$ cat config.mk
export PLATFORM = sky130hd
export DESIGN_NAME = usb3_lfps_top
export DESIGN_NICKNAME = d
export VERILOG_FILES = /design/src/hw/lfps_pkg.sv /design/src/hw/lfps_event_if.sv /design/src/hw/lfps_tx_burst.sv /design/src/hw/lfps_rx_classifier.sv /design/src/hw/lfps_event_fifo.sv /design/src/hw/lfps_link_trainer.sv /design/src/hw/usb3_lfps_top.sv
export SDC_FILE = /design/constraint.sdc
export NUM_CORES = 1
export LEC_CHECK = 0
export BUFFER_PORTS_ARGS = -buffer_cell sky130_fd_sc_hd__buf_2
export CAP_MARGIN = 10
export CORE_MARGIN = 4
export CORE_UTILIZATION = 43
export DETAILED_ROUTE_END_ITERATION = 10
export GPL_TIMING_DRIVEN = 1
export PLACE_DENSITY = 0.7
export SLEW_MARGIN = 10
export SYNTH_ARGS = -nofsm -noshare
export SYNTH_HDL_FRONTEND = slang
export SYNTH_SLANG_ARGS = --single-unit
$ cat constraint.sdc
create_clock -name slow_clk -period 2.25 [get_ports slow_clk]
set_input_delay 0.675 -clock slow_clk [delete_from_list [all_inputs] [get_ports slow_clk]]
set_output_delay 0.675 -clock slow_clk [all_outputs]
set_load 0.01 [all_outputs]
$ cat src/hw/lfps_pkg.sv
// lfps link front end types
`default_nettype none

package lfps_pkg;

	// cycle counts for burst widths, spacings and timeouts
	typedef logic [15:0] lfps_count_t;

	//////////////////////////////////////////////////
	// received burst kinds
	//////////////////////////////////////////////////
	typedef enum logic [2:0] {
		kind_poll      = 3'd0,	// polling.lfps
		kind_ping      = 3'd1,	// ping.lfps
		kind_u1_exit   = 3'd2,
		kind_u2lb_exit = 3'd3,	// u2 or loopback exit
		kind_u3_wakeup = 3'd4
	} lfps_kind_t;

	//////////////////////////////////////////////////
	// link trainer states
	//////////////////////////////////////////////////
	typedef enum logic [2:0] {
		lt_reset         = 3'd0,
		lt_detect_active = 3'd1,	// far-end detect requested
		lt_detect_wait   = 3'd2,	// phy busy with detection
		lt_detect_quiet  = 3'd3,
		lt_polling_lfps  = 3'd4,
		lt_polling_done  = 3'd5,	// terminal
		lt_ss_disabled   = 3'd6	// terminal
	} ltssm_state_t;

	// event queue entries
	localparam int FIFO_DEPTH = 4;

endpackage

`default_nettype wire

$ cat src/hw/lfps_event_if.sv
// lfps event queue interface
`timescale 1ns/1ns
`default_nettype none

interface lfps_event_if import lfps_pkg::*; ();

	logic       push;		// one-cycle strobe
	lfps_kind_t push_kind;
	logic       pop;		// only while not empty
	lfps_kind_t head_kind;	// valid while not empty
	logic       empty;

	// classifier side
	modport producer (output push, output push_kind);

	// queue storage
	modport buffer (input push, input push_kind, input pop,
		output head_kind, output empty);

	// trainer side
	modport consumer (input head_kind, input empty, output pop);

endinterface

`default_nettype wire

$ cat src/hw/lfps_tx_burst.sv
// lfps burst transmitter
`timescale 1ns/1ns
`default_nettype none

module lfps_tx_burst import lfps_pkg::*; #(
	parameter lfps_count_t TX_POLL_WIDTH  = 16'd15,
	parameter lfps_count_t TX_POLL_REPEAT = 16'd60
) (
	input  logic slow_clk,
	input  logic lfps_send_reset_local,
	input  logic port_rx_elecidle,
	input  logic send_poll,
	output logic send_ack,
	output logic port_tx_elecidle
);

	typedef enum logic [1:0] {tx_idle, tx_send, tx_gap} tx_state_t;

	tx_state_t   tx_state;
	logic        elecidle_s1, elecidle_s2;
	lfps_count_t width_cnt;		// burst cycles left
	lfps_count_t repeat_cnt;	// cycles left in repeat interval

	always_ff @(posedge slow_clk) begin
		if (lfps_send_reset_local) begin
			{elecidle_s2, elecidle_s1} <= 2'b11;
			tx_state         <= tx_idle;
			width_cnt        <= '0;
			repeat_cnt       <= '0;
			port_tx_elecidle <= 1'b1;
			send_ack         <= 1'b0;
		end else begin
			{elecidle_s2, elecidle_s1} <= {elecidle_s1, port_rx_elecidle};
			send_ack <= 1'b0;
			case (tx_state)
			tx_idle: begin
				// only start while the line is quiet
				if (send_poll && elecidle_s2) begin
					width_cnt        <= TX_POLL_WIDTH;
					repeat_cnt       <= TX_POLL_REPEAT - 1'b1;
					port_tx_elecidle <= 1'b0;
					tx_state         <= tx_send;
				end
			end
			tx_send: begin
				width_cnt  <= width_cnt - 1'b1;
				repeat_cnt <= repeat_cnt - 1'b1;
				if (width_cnt == 16'd1) begin	// burst over
					port_tx_elecidle <= 1'b1;
					tx_state         <= tx_gap;
				end
			end
			tx_gap: begin
				repeat_cnt <= repeat_cnt - 1'b1;
				if (repeat_cnt == 16'd1) begin
					send_ack <= 1'b1;	// interval done, next start may follow
					tx_state <= tx_idle;
				end
			end
			default: tx_state <= tx_idle;
			endcase
		end
	end

endmodule

`default_nettype wire

$ cat src/hw/lfps_rx_classifier.sv
// lfps burst receiver and classifier
`timescale 1ns/1ns
`default_nettype none

module lfps_rx_classifier import lfps_pkg::*; #(
	parameter lfps_count_t POLL_MIN       = 16'd10,
	parameter lfps_count_t POLL_MAX       = 16'd20,
	parameter lfps_count_t PING_MIN       = 16'd2,
	parameter lfps_count_t PING_MAX       = 16'd5,
	parameter lfps_count_t U1_MIN         = 16'd21,
	parameter lfps_count_t U1_MAX         = 16'd40,
	parameter lfps_count_t U2LB_MIN       = 16'd41,
	parameter lfps_count_t U2LB_MAX       = 16'd80,
	parameter lfps_count_t U3_MIN         = 16'd81,
	parameter lfps_count_t U3_MAX         = 16'd160,
	parameter lfps_count_t BURST_POLL_MIN = 16'd50,
	parameter lfps_count_t BURST_POLL_MAX = 16'd150,
	parameter lfps_count_t BURST_PING_MIN = 16'd30,
	parameter lfps_count_t BURST_PING_MAX = 16'd300
) (
	input  logic           slow_clk,
	input  logic           lfps_send_reset_local,
	input  logic           port_rx_elecidle,
	input  logic           port_rx_valid,
	output logic           recv_poll,
	output logic           recv_ping,
	output logic           recv_u1,
	output logic           recv_u2lb,
	output logic           recv_u3,
	lfps_event_if.producer ev
);

	typedef enum logic {rx_idle, rx_burst} rx_state_t;

	rx_state_t   rx_state;
	logic        elecidle_s1, elecidle_s2;
	logic        valid_s1, valid_s2;
	lfps_count_t width_cnt;		// cycles since burst start
	lfps_count_t space_cnt;		// cycles since last burst end
	logic        poll_seen, ping_seen;
	logic        poll_next, ping_next;
	logic        burst_end;
	logic        hit;
	lfps_kind_t  hit_kind;

	// min inclusive, max exclusive
	function automatic logic in_win(input lfps_count_t v, input lfps_count_t lo,
		input lfps_count_t hi);
		return (v >= lo) && (v < hi);
	endfunction

	assign burst_end = (rx_state == rx_burst) && elecidle_s2;

	//////////////////////////////////////////////////
	// classify the finished burst
	//////////////////////////////////////////////////
	always_comb begin
		hit       = 1'b0;
		hit_kind  = kind_poll;
		poll_next = 1'b0;	// any other burst clears both
		ping_next = 1'b0;
		if (in_win(width_cnt, POLL_MIN, POLL_MAX)) begin
			poll_next = 1'b1;
			hit       = poll_seen && in_win(space_cnt, BURST_POLL_MIN, BURST_POLL_MAX);
		end else if (in_win(width_cnt, PING_MIN, PING_MAX)) begin
			ping_next = 1'b1;
			hit       = ping_seen && in_win(space_cnt, BURST_PING_MIN, BURST_PING_MAX);
			hit_kind  = kind_ping;
		end else if (in_win(width_cnt, U1_MIN, U1_MAX)) begin
			hit      = 1'b1;
			hit_kind = kind_u1_exit;
		end else if (in_win(width_cnt, U2LB_MIN, U2LB_MAX)) begin
			hit      = 1'b1;
			hit_kind = kind_u2lb_exit;
		end else if (in_win(width_cnt, U3_MIN, U3_MAX)) begin
			hit      = 1'b1;
			hit_kind = kind_u3_wakeup;
		end
	end

	always_ff @(posedge slow_clk) begin
		if (lfps_send_reset_local) begin
			{elecidle_s2, elecidle_s1} <= 2'b11;
			{valid_s2, valid_s1}       <= 2'b00;
			rx_state  <= rx_idle;
			width_cnt <= '0;
			space_cnt <= '0;
			poll_seen <= 1'b0;
			ping_seen <= 1'b0;
			ev.push   <= 1'b0;
			{recv_poll, recv_ping, recv_u1, recv_u2lb, recv_u3} <= '0;
		end else begin
			{elecidle_s2, elecidle_s1} <= {elecidle_s1, port_rx_elecidle};
			{valid_s2, valid_s1}       <= {valid_s1, port_rx_valid};
			if (space_cnt != '1)
				space_cnt <= space_cnt + 1'b1;	// saturates on long silence
			if (rx_state == rx_idle) begin
				if (!elecidle_s2 && !valid_s2) begin	// burst start
					width_cnt <= 16'd1;
					rx_state  <= rx_burst;
				end
			end else if (elecidle_s2) begin
				rx_state  <= rx_idle;
				space_cnt <= 16'd1;	// end to end spacing
				poll_seen <= poll_next;
				ping_seen <= ping_next;
			end else if (width_cnt != '1) begin
				width_cnt <= width_cnt + 1'b1;
			end
			ev.push   <= burst_end && hit;
			recv_poll <= burst_end && hit && (hit_kind == kind_poll);
			recv_ping <= burst_end && hit && (hit_kind == kind_ping);
			recv_u1   <= burst_end && hit && (hit_kind == kind_u1_exit);
			recv_u2lb <= burst_end && hit && (hit_kind == kind_u2lb_exit);
			recv_u3   <= burst_end && hit && (hit_kind == kind_u3_wakeup);
		end
	end

	always_ff @(posedge slow_clk) begin
		if (burst_end)
			ev.push_kind <= hit_kind;
	end

endmodule

`default_nettype wire

$ cat src/hw/lfps_event_fifo.sv
// lfps event queue
`timescale 1ns/1ns
`default_nettype none

module lfps_event_fifo import lfps_pkg::*; (
	input  logic         slow_clk,
	input  logic         lfps_send_reset_local,
	lfps_event_if.buffer ev
);

	localparam int PTR_W = $clog2(FIFO_DEPTH);
	localparam int CNT_W = $clog2(FIFO_DEPTH + 1);

	lfps_kind_t       mem [FIFO_DEPTH];
	logic [PTR_W-1:0] wr_ptr, rd_ptr;
	logic [CNT_W-1:0] count;
	logic             do_push, do_pop;

	function automatic logic [PTR_W-1:0] ptr_inc(input logic [PTR_W-1:0] p);
		return (p == PTR_W'(FIFO_DEPTH - 1)) ? '0 : p + 1'b1;
	endfunction

	assign do_push      = ev.push && (count != CNT_W'(FIFO_DEPTH));	// full drops
	assign do_pop       = ev.pop && (count != '0);
	assign ev.empty     = (count == '0);
	assign ev.head_kind = mem[rd_ptr];

	always_ff @(posedge slow_clk) begin
		if (lfps_send_reset_local) begin
			wr_ptr <= '0;
			rd_ptr <= '0;
			count  <= '0;
		end else begin
			if (do_push)
				wr_ptr <= ptr_inc(wr_ptr);
			if (do_pop)
				rd_ptr <= ptr_inc(rd_ptr);
			if (do_push && !do_pop)
				count <= count + 1'b1;
			else if (do_pop && !do_push)
				count <= count - 1'b1;
		end
	end

	// storage
	always_ff @(posedge slow_clk) begin
		if (do_push)
			mem[wr_ptr] <= ev.push_kind;
	end

endmodule

`default_nettype wire

$ cat src/hw/lfps_link_trainer.sv
// link trainer, rx detect and polling.lfps
`timescale 1ns/1ns
`default_nettype none

module lfps_link_trainer import lfps_pkg::*; #(
	parameter lfps_count_t T_DETECT_QUIET = 16'd20,
	parameter lfps_count_t T_POLLING_LFPS = 16'd4000,
	parameter lfps_count_t TX_POLL_WIDTH  = 16'd15,
	parameter lfps_count_t TX_POLL_REPEAT = 16'd60
) (
	input  logic           slow_clk,
	input  logic           lfps_send_reset_local,
	input  logic           vbus_present,
	input  logic           partner_looking,
	input  logic           partner_detected,
	output logic           partner_detect,
	output ltssm_state_t   ltssm_state,
	input  logic           port_rx_elecidle,
	output logic           port_tx_elecidle,
	lfps_event_if.consumer ev
);

	ltssm_state_t state;
	logic         vbus_s1, vbus_s2;
	lfps_count_t  dc;					// delay count
	logic [3:0]   detect_fails;
	logic [4:0]   lfps_sent, lfps_rcvd, sent_after_rcvd;
	logic         send_poll, send_ack;
	logic         poll_popped;
	logic         polling_met;

	assign ltssm_state    = state;
	assign partner_detect = (state == lt_detect_active);
	assign send_poll      = (state == lt_polling_lfps);
	assign ev.pop         = !ev.empty;	// drain every entry
	assign poll_popped    = ev.pop && (ev.head_kind == kind_poll);
	assign polling_met    = (lfps_sent >= 5'd16) && (lfps_rcvd >= 5'd2)
		&& (sent_after_rcvd >= 5'd4);

	always_ff @(posedge slow_clk) begin
		if (lfps_send_reset_local)
			{vbus_s2, vbus_s1} <= 2'b00;
		else
			{vbus_s2, vbus_s1} <= {vbus_s1, vbus_present};
	end

	//////////////////////////////////////////////////
	// trainer fsm
	//////////////////////////////////////////////////
	always_ff @(posedge slow_clk) begin
		if (lfps_send_reset_local || !vbus_s2) begin
			state           <= lt_reset;
			dc              <= '0;
			detect_fails    <= '0;
			lfps_sent       <= '0;
			lfps_rcvd       <= '0;
			sent_after_rcvd <= '0;
		end else begin
			case (state)
			lt_reset: begin
				detect_fails <= '0;
				state        <= lt_detect_active;
			end
			lt_detect_active: begin
				if (partner_looking)
					state <= lt_detect_wait;
			end
			lt_detect_wait: begin
				if (!partner_looking) begin	// detection finished
					dc <= '0;
					if (partner_detected) begin
						lfps_sent       <= '0;
						lfps_rcvd       <= '0;
						sent_after_rcvd <= '0;
						state           <= lt_polling_lfps;
					end else begin
						detect_fails <= detect_fails + 1'b1;
						state <= (detect_fails == 4'd7) ? lt_ss_disabled : lt_detect_quiet;
					end
				end
			end
			lt_detect_quiet: begin
				dc <= dc + 1'b1;
				if (dc == T_DETECT_QUIET - 1'b1)
					state <= lt_detect_active;
			end
			lt_polling_lfps: begin
				dc <= dc + 1'b1;
				if (send_ack && lfps_sent != '1)
					lfps_sent <= lfps_sent + 1'b1;
				if (poll_popped && lfps_rcvd != '1)
					lfps_rcvd <= lfps_rcvd + 1'b1;
				if (send_ack && lfps_rcvd != '0 && sent_after_rcvd != '1)
					sent_after_rcvd <= sent_after_rcvd + 1'b1;
				if (polling_met)
					state <= lt_polling_done;
				else if (dc == T_POLLING_LFPS - 1'b1)
					state <= lt_ss_disabled;	// timed out
			end
			lt_polling_done, lt_ss_disabled: state <= state;
			default: state <= lt_reset;
			endcase
		end
	end

	lfps_tx_burst #(
		.TX_POLL_WIDTH  (TX_POLL_WIDTH),
		.TX_POLL_REPEAT (TX_POLL_REPEAT)
	) u_lfps_tx_burst (
		.slow_clk              (slow_clk),
		.lfps_send_reset_local (lfps_send_reset_local),
		.port_rx_elecidle      (port_rx_elecidle),
		.send_poll             (send_poll),
		.send_ack              (send_ack),
		.port_tx_elecidle      (port_tx_elecidle)
	);

endmodule

`default_nettype wire

$ cat src/hw/usb3_lfps_top.sv
// usb3 lfps front end top
`timescale 1ns/1ns
`default_nettype none

module usb3_lfps_top import lfps_pkg::*; (
	input  logic       slow_clk,
	input  logic       lfps_send_reset_local,
	input  logic       vbus_present,
	input  logic       port_rx_elecidle,
	input  logic       port_rx_valid,
	input  logic       partner_looking,
	input  logic       partner_detected,
	output logic       port_tx_elecidle,
	output logic       partner_detect,
	output logic       lfps_recv_poll_u1,
	output logic       lfps_recv_ping,
	output logic       lfps_recv_u2lb,
	output logic       lfps_recv_u3,
	output logic [2:0] ltssm_state
);

	// simulation scale timing, in slow_clk cycles
	localparam lfps_count_t POLL_MIN       = 16'd10;
	localparam lfps_count_t POLL_MAX       = 16'd20;
	localparam lfps_count_t PING_MIN       = 16'd2;
	localparam lfps_count_t PING_MAX       = 16'd5;
	localparam lfps_count_t U1_MIN         = 16'd21;
	localparam lfps_count_t U1_MAX         = 16'd40;
	localparam lfps_count_t U2LB_MIN       = 16'd41;
	localparam lfps_count_t U2LB_MAX       = 16'd80;
	localparam lfps_count_t U3_MIN         = 16'd81;
	localparam lfps_count_t U3_MAX         = 16'd160;
	localparam lfps_count_t BURST_POLL_MIN = 16'd50;
	localparam lfps_count_t BURST_POLL_MAX = 16'd150;
	localparam lfps_count_t BURST_PING_MIN = 16'd30;
	localparam lfps_count_t BURST_PING_MAX = 16'd300;
	localparam lfps_count_t TX_POLL_WIDTH  = 16'd15;
	localparam lfps_count_t TX_POLL_REPEAT = 16'd60;
	localparam lfps_count_t T_DETECT_QUIET = 16'd20;
	localparam lfps_count_t T_POLLING_LFPS = 16'd4000;

	logic recv_poll, recv_u1;

	lfps_event_if u_ev ();

	assign lfps_recv_poll_u1 = recv_poll | recv_u1;	// shared pulse for both

	lfps_rx_classifier #(
		.POLL_MIN (POLL_MIN), .POLL_MAX (POLL_MAX),
		.PING_MIN (PING_MIN), .PING_MAX (PING_MAX),
		.U1_MIN (U1_MIN), .U1_MAX (U1_MAX),
		.U2LB_MIN (U2LB_MIN), .U2LB_MAX (U2LB_MAX),
		.U3_MIN (U3_MIN), .U3_MAX (U3_MAX),
		.BURST_POLL_MIN (BURST_POLL_MIN), .BURST_POLL_MAX (BURST_POLL_MAX),
		.BURST_PING_MIN (BURST_PING_MIN), .BURST_PING_MAX (BURST_PING_MAX)
	) u_lfps_rx_classifier (
		.slow_clk              (slow_clk),
		.lfps_send_reset_local (lfps_send_reset_local),
		.port_rx_elecidle      (port_rx_elecidle),
		.port_rx_valid         (port_rx_valid),
		.recv_poll             (recv_poll),
		.recv_ping             (lfps_recv_ping),
		.recv_u1               (recv_u1),
		.recv_u2lb             (lfps_recv_u2lb),
		.recv_u3               (lfps_recv_u3),
		.ev                    (u_ev.producer)
	);

	lfps_event_fifo u_lfps_event_fifo (
		.slow_clk              (slow_clk),
		.lfps_send_reset_local (lfps_send_reset_local),
		.ev                    (u_ev.buffer)
	);

	lfps_link_trainer #(
		.T_DETECT_QUIET (T_DETECT_QUIET),
		.T_POLLING_LFPS (T_POLLING_LFPS),
		.TX_POLL_WIDTH  (TX_POLL_WIDTH),
		.TX_POLL_REPEAT (TX_POLL_REPEAT)
	) u_lfps_link_trainer (
		.slow_clk              (slow_clk),
		.lfps_send_reset_local (lfps_send_reset_local),
		.vbus_present          (vbus_present),
		.partner_looking       (partner_looking),
		.partner_detected      (partner_detected),
		.partner_detect        (partner_detect),
		.ltssm_state           (ltssm_state),
		.port_rx_elecidle      (port_rx_elecidle),
		.port_tx_elecidle      (port_tx_elecidle),
		.ev                    (u_ev.consumer)
	);

endmodule

`default_nettype wire

Word level (Yosys, flattened, before mapping)
Memories as Yosys holds them, arrays and structs flattened. A register that Yosys moved wholly into a read port is not among the register bits.
Index checks and enable logic that the tools add are counted.
- $add $sub $neg: 13
- magnitude comparators: 17
- eq/ne operators: 39
- mux-type cells: 64
- bitwise operators: 3
- reduce and logical (&&, ||, !) cells: 66
- operators by type and width (operator ; count):
    $mux 16 ; 10
    $pmux 16 s2 ; 3
    $add 16x1->16 const B ; 3
    $mux 3 ; 14
    $eq 16x1->1 const B ; 2
    $ge 16x5->1 const B ; 2
    $ge 16x6->1 const B ; 2
    $lt 16x8->1 const B ; 2
    $ne 16x16->1 const B ; 2
    $sub 16x1->16 const B ; 2
    $pmux 5 s2 ; 3
    $logic_and 1x1->1 ; 29
    $mux 5 ; 5
    $ne 2x2->1 const B ; 9
    $pmux 3 s6 ; 1
    $eq 16x12->1 const B ; 1
    $eq 16x5->1 const B ; 1
    $ge 16x2->1 const B ; 1
    $ge 16x4->1 const B ; 1
    $ge 16x7->1 const B ; 1
    $lt 16x3->1 const B ; 1
    $lt 16x5->1 const B ; 1
    $lt 16x6->1 const B ; 1
    $lt 16x7->1 const B ; 1
    39 further kinds ; 104
- register bits: 131
- bits in writable memories: 12
- input bits: 7
- logic and storage cells: 235
- memories: 1
- memory list (name ; words ; bits a word ; rd ports ; clocked after memory_dff ; write ports ; RTL line ; RTL):
    u_lfps_event_fifo.mem ; 4 ; 3 ; 1 ; 1 ; 1 ; lfps_event_fifo.sv:14 ; lfps_kind_t mem [FIFO_DEPTH];

Longest topological paths before layout
- word-level depth: 9
- gate-level depth with buffers: 8

By module
Synthesis repeated with hierarchy kept, for this count alone.
- cell total of the unflattened synthesis: 816
- area total of the unflattened synthesis: 7415.9 µm²
- by module, submodules not included (module ; times used ; cells each ; area an instance (µm²) ; sequential area each (µm²)):
    lfps_rx_classifier ; 1 ; 295 ; 2504.9 ; 991.0
    lfps_link_trainer ; 1 ; 263 ; 2215.9 ; 800.8
    lfps_tx_burst ; 1 ; 195 ; 1781.7 ; 760.7
    lfps_event_fifo ; 1 ; 62 ; 907.1 ; 540.5
    usb3_lfps_top ; 1 ; 1 ; 6.3 ; 0.0

Worst setup path before layout
No wires, ideal clock.
- kind: register to register
- start: register u_lfps_event_fifo.count[0]
- end: register u_lfps_event_fifo.count[2]
- arrival time: 2079 ps
- data required time: 2180 ps
- path slack: 101 ps
- stages on the path, launching flop included: 8
- path buffers: 0
- period minus slack after synthesis: 2149 ps
- cell sequence: dfxtp_1 -> nor3_1 -> ha_1 -> inv_1 -> fa_1 -> xor2_1 -> or3_1 -> a21oi_1
- cells in the longest elaborated chain, start to end: 6
- elaborated cells on any way between the ends: 15
- those cells by class: 2 x add/sub; 1 x eq/ne; 2 x mux; 10 x reduce/logical
- ends and longest elaborated chain (element ; RTL line ; RTL):
    from (decl) ; lfps_event_fifo.sv:16 ; logic [CNT_W-1:0] count;
    from (signal assigned) ; lfps_event_fifo.sv:39 ; count <= count + 1'b1;
    from (signal assigned) ; lfps_event_fifo.sv:41 ; count <= count - 1'b1;
    parallel branches: the longest is 6 deep, another holds $sub 3x1->3 ; n/a ;
Several ways; the timed one is not identified. The select of a mux whose other input is x is not followed.
A chain may end at the register's enable or synchronous reset.

Worst setup path after layout
- start: register u_lfps_link_trainer.state[0] (netlist: u_lfps_link_trainer.ltssm_state[0])
- end: output port partner_detect
- cells in the longest elaborated chain, start to end: 1
- ends and longest elaborated chain (element ; RTL line ; RTL):
    from (decl) ; lfps_link_trainer.sv:23 ; ltssm_state_t state;
    from (signal assigned) ; lfps_link_trainer.sv:52 ; state <= lt_reset;
    from (signal assigned) ; lfps_link_trainer.sv:62 ; state <= lt_detect_active;
    from (signal assigned) ; lfps_link_trainer.sv:66 ; state <= lt_detect_wait;
    $eq 3x1->1 ; lfps_link_trainer.sv:33 ; assign partner_detect = (state == lt_detect_active);
    to (decl) ; usb3_lfps_top.sv:14 ; output logic partner_detect,
No other way between the ends.

==> results.cfg <==
[global_routing]
number_of_global_route_vias_before_repair = 5726
gr-usage-all-layers_pct = 16.1
overflow = 0
global_route_wire_length_before_repair_microns = 26700
antenna_found_initial = 1
grt_start_max_net_pins = 41

[clock_network]
cts_root_buf = clkbuf_16
tritoncts_num_sinks = 145
worstSkewPairLatency_ns = 0.42
clock_tree.buffer_depth = 2
clock_tree.htree_level_count = 4
cts_tree = done
total_clock_buffers_created_by_cts = 17
clock_pin_slew_reported_for_the_worst_setup_and_hold_paths_after_clock_tree_synthesis_ns = 0.06

[sta]
max_freq_mhz = 480
tns_ns = 0
final.period_utilization_pct = 92.6
worstMarginPinSlew_ns = 0.682
total_setup_violations_reported_at_the_end_of_the_flow = 0
hold_viol = 0
final.setup_skew_ns = 0.00860
finalWorstPathRequiredPeriod_ns = 2.08
maxSlewHeadroom_pct = 53.6
drv_slew = 0
grt_setup_unrepaired = no

[cells_and_area]
fin_cells = 1123
drive_above_1_share_pct = 13.0
area.growth.synth_to_final_pct = 14.3
layout_commonest_cell = dfxtp_1
layout.nets = 922
fill_cells = 1647
layout.core_utilization_pct = 50.0
antenna_cells_inserted = 0
layout.cells.most_common_list = dfxtp_1, nor2_1, nand2_1, a21oi_1, nand3_1

[floorplan]
die_area_sq_mm = 0.0196
coreArea_sq_mm = 0.0172
fp.dieW_microns = 140
io_pins = 16
height_of_the_die_microns = 140
floorplan.initialDensity_pct = 43.7
num_rows = 48

[worst_setup_path]
worstReg2RegEnd = u_lfps_rx_classifier.recv_u2lb$_SDFF_PP0_
r2r.worst_path.cells = 5
cp.arrival_ns = 1.41
critPathCaptureType = output pin
regToRegSetupSlack_ns = 0.17
crit_required_ns = 1.57
r2r_start = u_lfps_rx_classifier.width_cnt[11]$_SDFFE_PP0P_
crit_type = reg -> out
worst_setup_path_start_kind = flop
cp-startpoint = u_lfps_link_trainer.ltssm_state[0]$_SDFFE_PP0P_
worst-path-max-fanout = 10

[detailed_routing]
drt_drc_violations_left = 0
final_antenna_net_count = 0
route.detailed.wl_per_inst_microns = 13.6
avgViaCountPerCell = 5.49
wl_microns = 15300
drt_first_iter_violations = 284
drt-pass1-iter-count = 5
vias = 6163

[min_path]
count_of_cells_along_the_worst_hold_path = 1
hold_class = reg -> reg
timing.hold.worst_endpoint = u_lfps_link_trainer.u_lfps_tx_burst.elecidle_s2$_SDFF_PP1_
worstHoldStart = u_lfps_link_trainer.u_lfps_tx_burst.elecidle_s1$_SDFF_PP1_

[synth]
synth.avg_cell_area_sq_um = 8.83
async_reset_ff_share_pct = 0
synth_cell_types = 76
postSynth.topFlopCell = dfxtp_1
synth-seq-area-share_pct = 40.7
synthesis.area_sq_mm = 0.00751
postSynthRegisterBits = 145
synth.net_count = 887
synth.top_cells.by_area = dfxtp_1, edfxtp_1, nor2_1, ha_1, xnor2_1
ys.warnings.count = 0
synth_edf_count = 15
synth_largest_area_cell = dfxtp_1
yosys.area.top_type_share_pct = 34.7
postSynthCellCount = 850

[placement]
dp.final_hpwl_microns = 10500
globalplace.congestion = 0.886
port-buffer-count = 15
dp_cells = 1090

[flow_run]
max-cap-violations = 0

[pwr]
power.density_cell_area_mw_per_mm2 = 684
power.ir.vdd_worst_v = 0.000523
power_leakage_uw = 0.00309

[outcome]
run_status = complete, no violations
## cell families after synthesis
logic type / after synthesis / synth area share [%]
mux: 20 / 2.82
buf+inv: 73 / 3.80
simple gates: 378 / 27.6
fa+ha+maj: 30 / 5.10
flops: 145 / 40.7
compound gates: 154 / 14.2
xor+xnor: 50 / 5.83
## power breakdown
| group | leakage [uW] | internal [uW] | total (uW) | switching, uW |
|---|---|---|---|---|
| Combinational | 0.00163 | 199 | 443 | 244 |
| Sequential | 0.00119 | 2680 | 2760 | 75.4 |
| Clock | 0.000269 | 1570 | 2670 | 1100 |
| Total | 0.00309 | 4460 | 5870 | 1420 |
## worst max path at each step
stage / cells after the start / end
2_1_floorplan: 7 / u_lfps_event_fifo.count[2]$_SDFFE_PP0P_
3_3_place_gp: 8 / u_lfps_link_trainer.sent_after_rcvd[1]$_SDFFE_PP0P_
3_5_place_dp: 8 / u_lfps_link_trainer.sent_after_rcvd[1]$_SDFFE_PP0P_
4_1_cts: 5 / u_lfps_link_trainer.u_lfps_tx_burst.tx_state[1]$_SDFFE_PP0P_
5_1_grt: 5 / u_lfps_rx_classifier.recv_u2lb$_SDFF_PP0_
6_report: 4 / partner_detect
## layout make-up
cell class / instances / area, sq um / share of cell area [%]
Clock buffer: 22 / 497 / 5.79
Clock inverter: 10 / 72.6 / 0.846
Inverter: 37 / 139 / 1.62
Multi-Input combinational cell: 632 / 4170 / 48.6
Sequential cell: 145 / 3050 / 35.6
Tap cell: 225 / 282 / 3.28
Timing Repair Buffer: 52 / 365 / 4.26
## worst max-delay path: stages, from the launching register on
cell and delay [ns]:
dfxtp_1 0.42, buf_4 0.20, nand2b_1 0.11, nor2_1 0.12
buf_2 0.14
## stage by stage
stage                     power, uW  setup slack, ns  area, sq um  hold slack [ns]
after CTS                      5940            0.102         8570            0.424
after global placement         3240            0.126         8000            0.400
final                          5870            0.167         8580            0.415
after detailed placement       3260           0.0993         8000            0.411
after global routing           6110          0.00470         8580            0.435
after floorplan                3120            0.101         7510            0.389
## sequential cells by signal, summed over array words and instances (netlist names), 2 cells and up, named ones only
name                                            count
u_lfps_link_trainer.dc                             16
u_lfps_event_fifo.mem                              12
u_lfps_link_trainer.lfps_sent                       5
u_lfps_link_trainer.detect_fails                    4
u_lfps_link_trainer.u_lfps_tx_burst.repeat_cnt     16
u_lfps_link_trainer.lfps_rcvd                       5
u_lfps_link_trainer.u_lfps_tx_burst.tx_state        2
u_lfps_rx_classifier.ev.push_kind                   3
u_lfps_rx_classifier.space_cnt                     16
u_lfps_event_fifo.count                             3
u_lfps_link_trainer.ltssm_state                     3
u_lfps_link_trainer.u_lfps_tx_burst.width_cnt      16
u_lfps_link_trainer.sent_after_rcvd                 5
u_lfps_event_fifo.wr_ptr                            2
u_lfps_rx_classifier.width_cnt                     16
u_lfps_event_fifo.rd_ptr                            2
## synth_stat cells, types with 4 or more instances
library cell    n
dfxtp_1       130
nor2_1        106
nand2_1        49
a21oi_1        45
nand3_1        42
inv_1          37
ha_1           29
o21ai_0        29
xnor2_1        27
nand4_1        25
clkbuf_1       24
nor3_1         24
xor2_1         23
nand2b_1       17
edfxtp_1       15
and3_1         14
o31ai_1        13
or4_1          13
mux2i_1        11
nor4b_1        11
a211oi_1       10
and2_1          9
nor2b_1         9
nor4_1          9
or3_1           9
mux2_2          8
o211ai_1        8
or2_2           7
buf_2           6
nand4b_1        6
a31oi_1         5
buf_1           5
a22oi_1         4
a311oi_1        4
and4_1          4
nand3b_1        4
## metal layers
| layer | vias up | GRT usage, % | routed length, microns |
|---|---|---|---|
| li1 | 3168 | - | - |
| met1 | 2866 | 22.2 | 7680 |
| met2 | 111 | 24.7 | 6770 |
| met3 | 18 | 3.69 | 612 |
| met4 | 0 | 5.86 | 221 |
| met5 | - | 0 | 0 |
## timing repair
action                                  4_1_cts  5_1_grt
hold buffers                                  0        0
buffers inserted                              0        1
endpoints found under the setup margin        0        3
gates resized for setup                       0        1
Note: power is estimated with default switching activity, not from simulation.
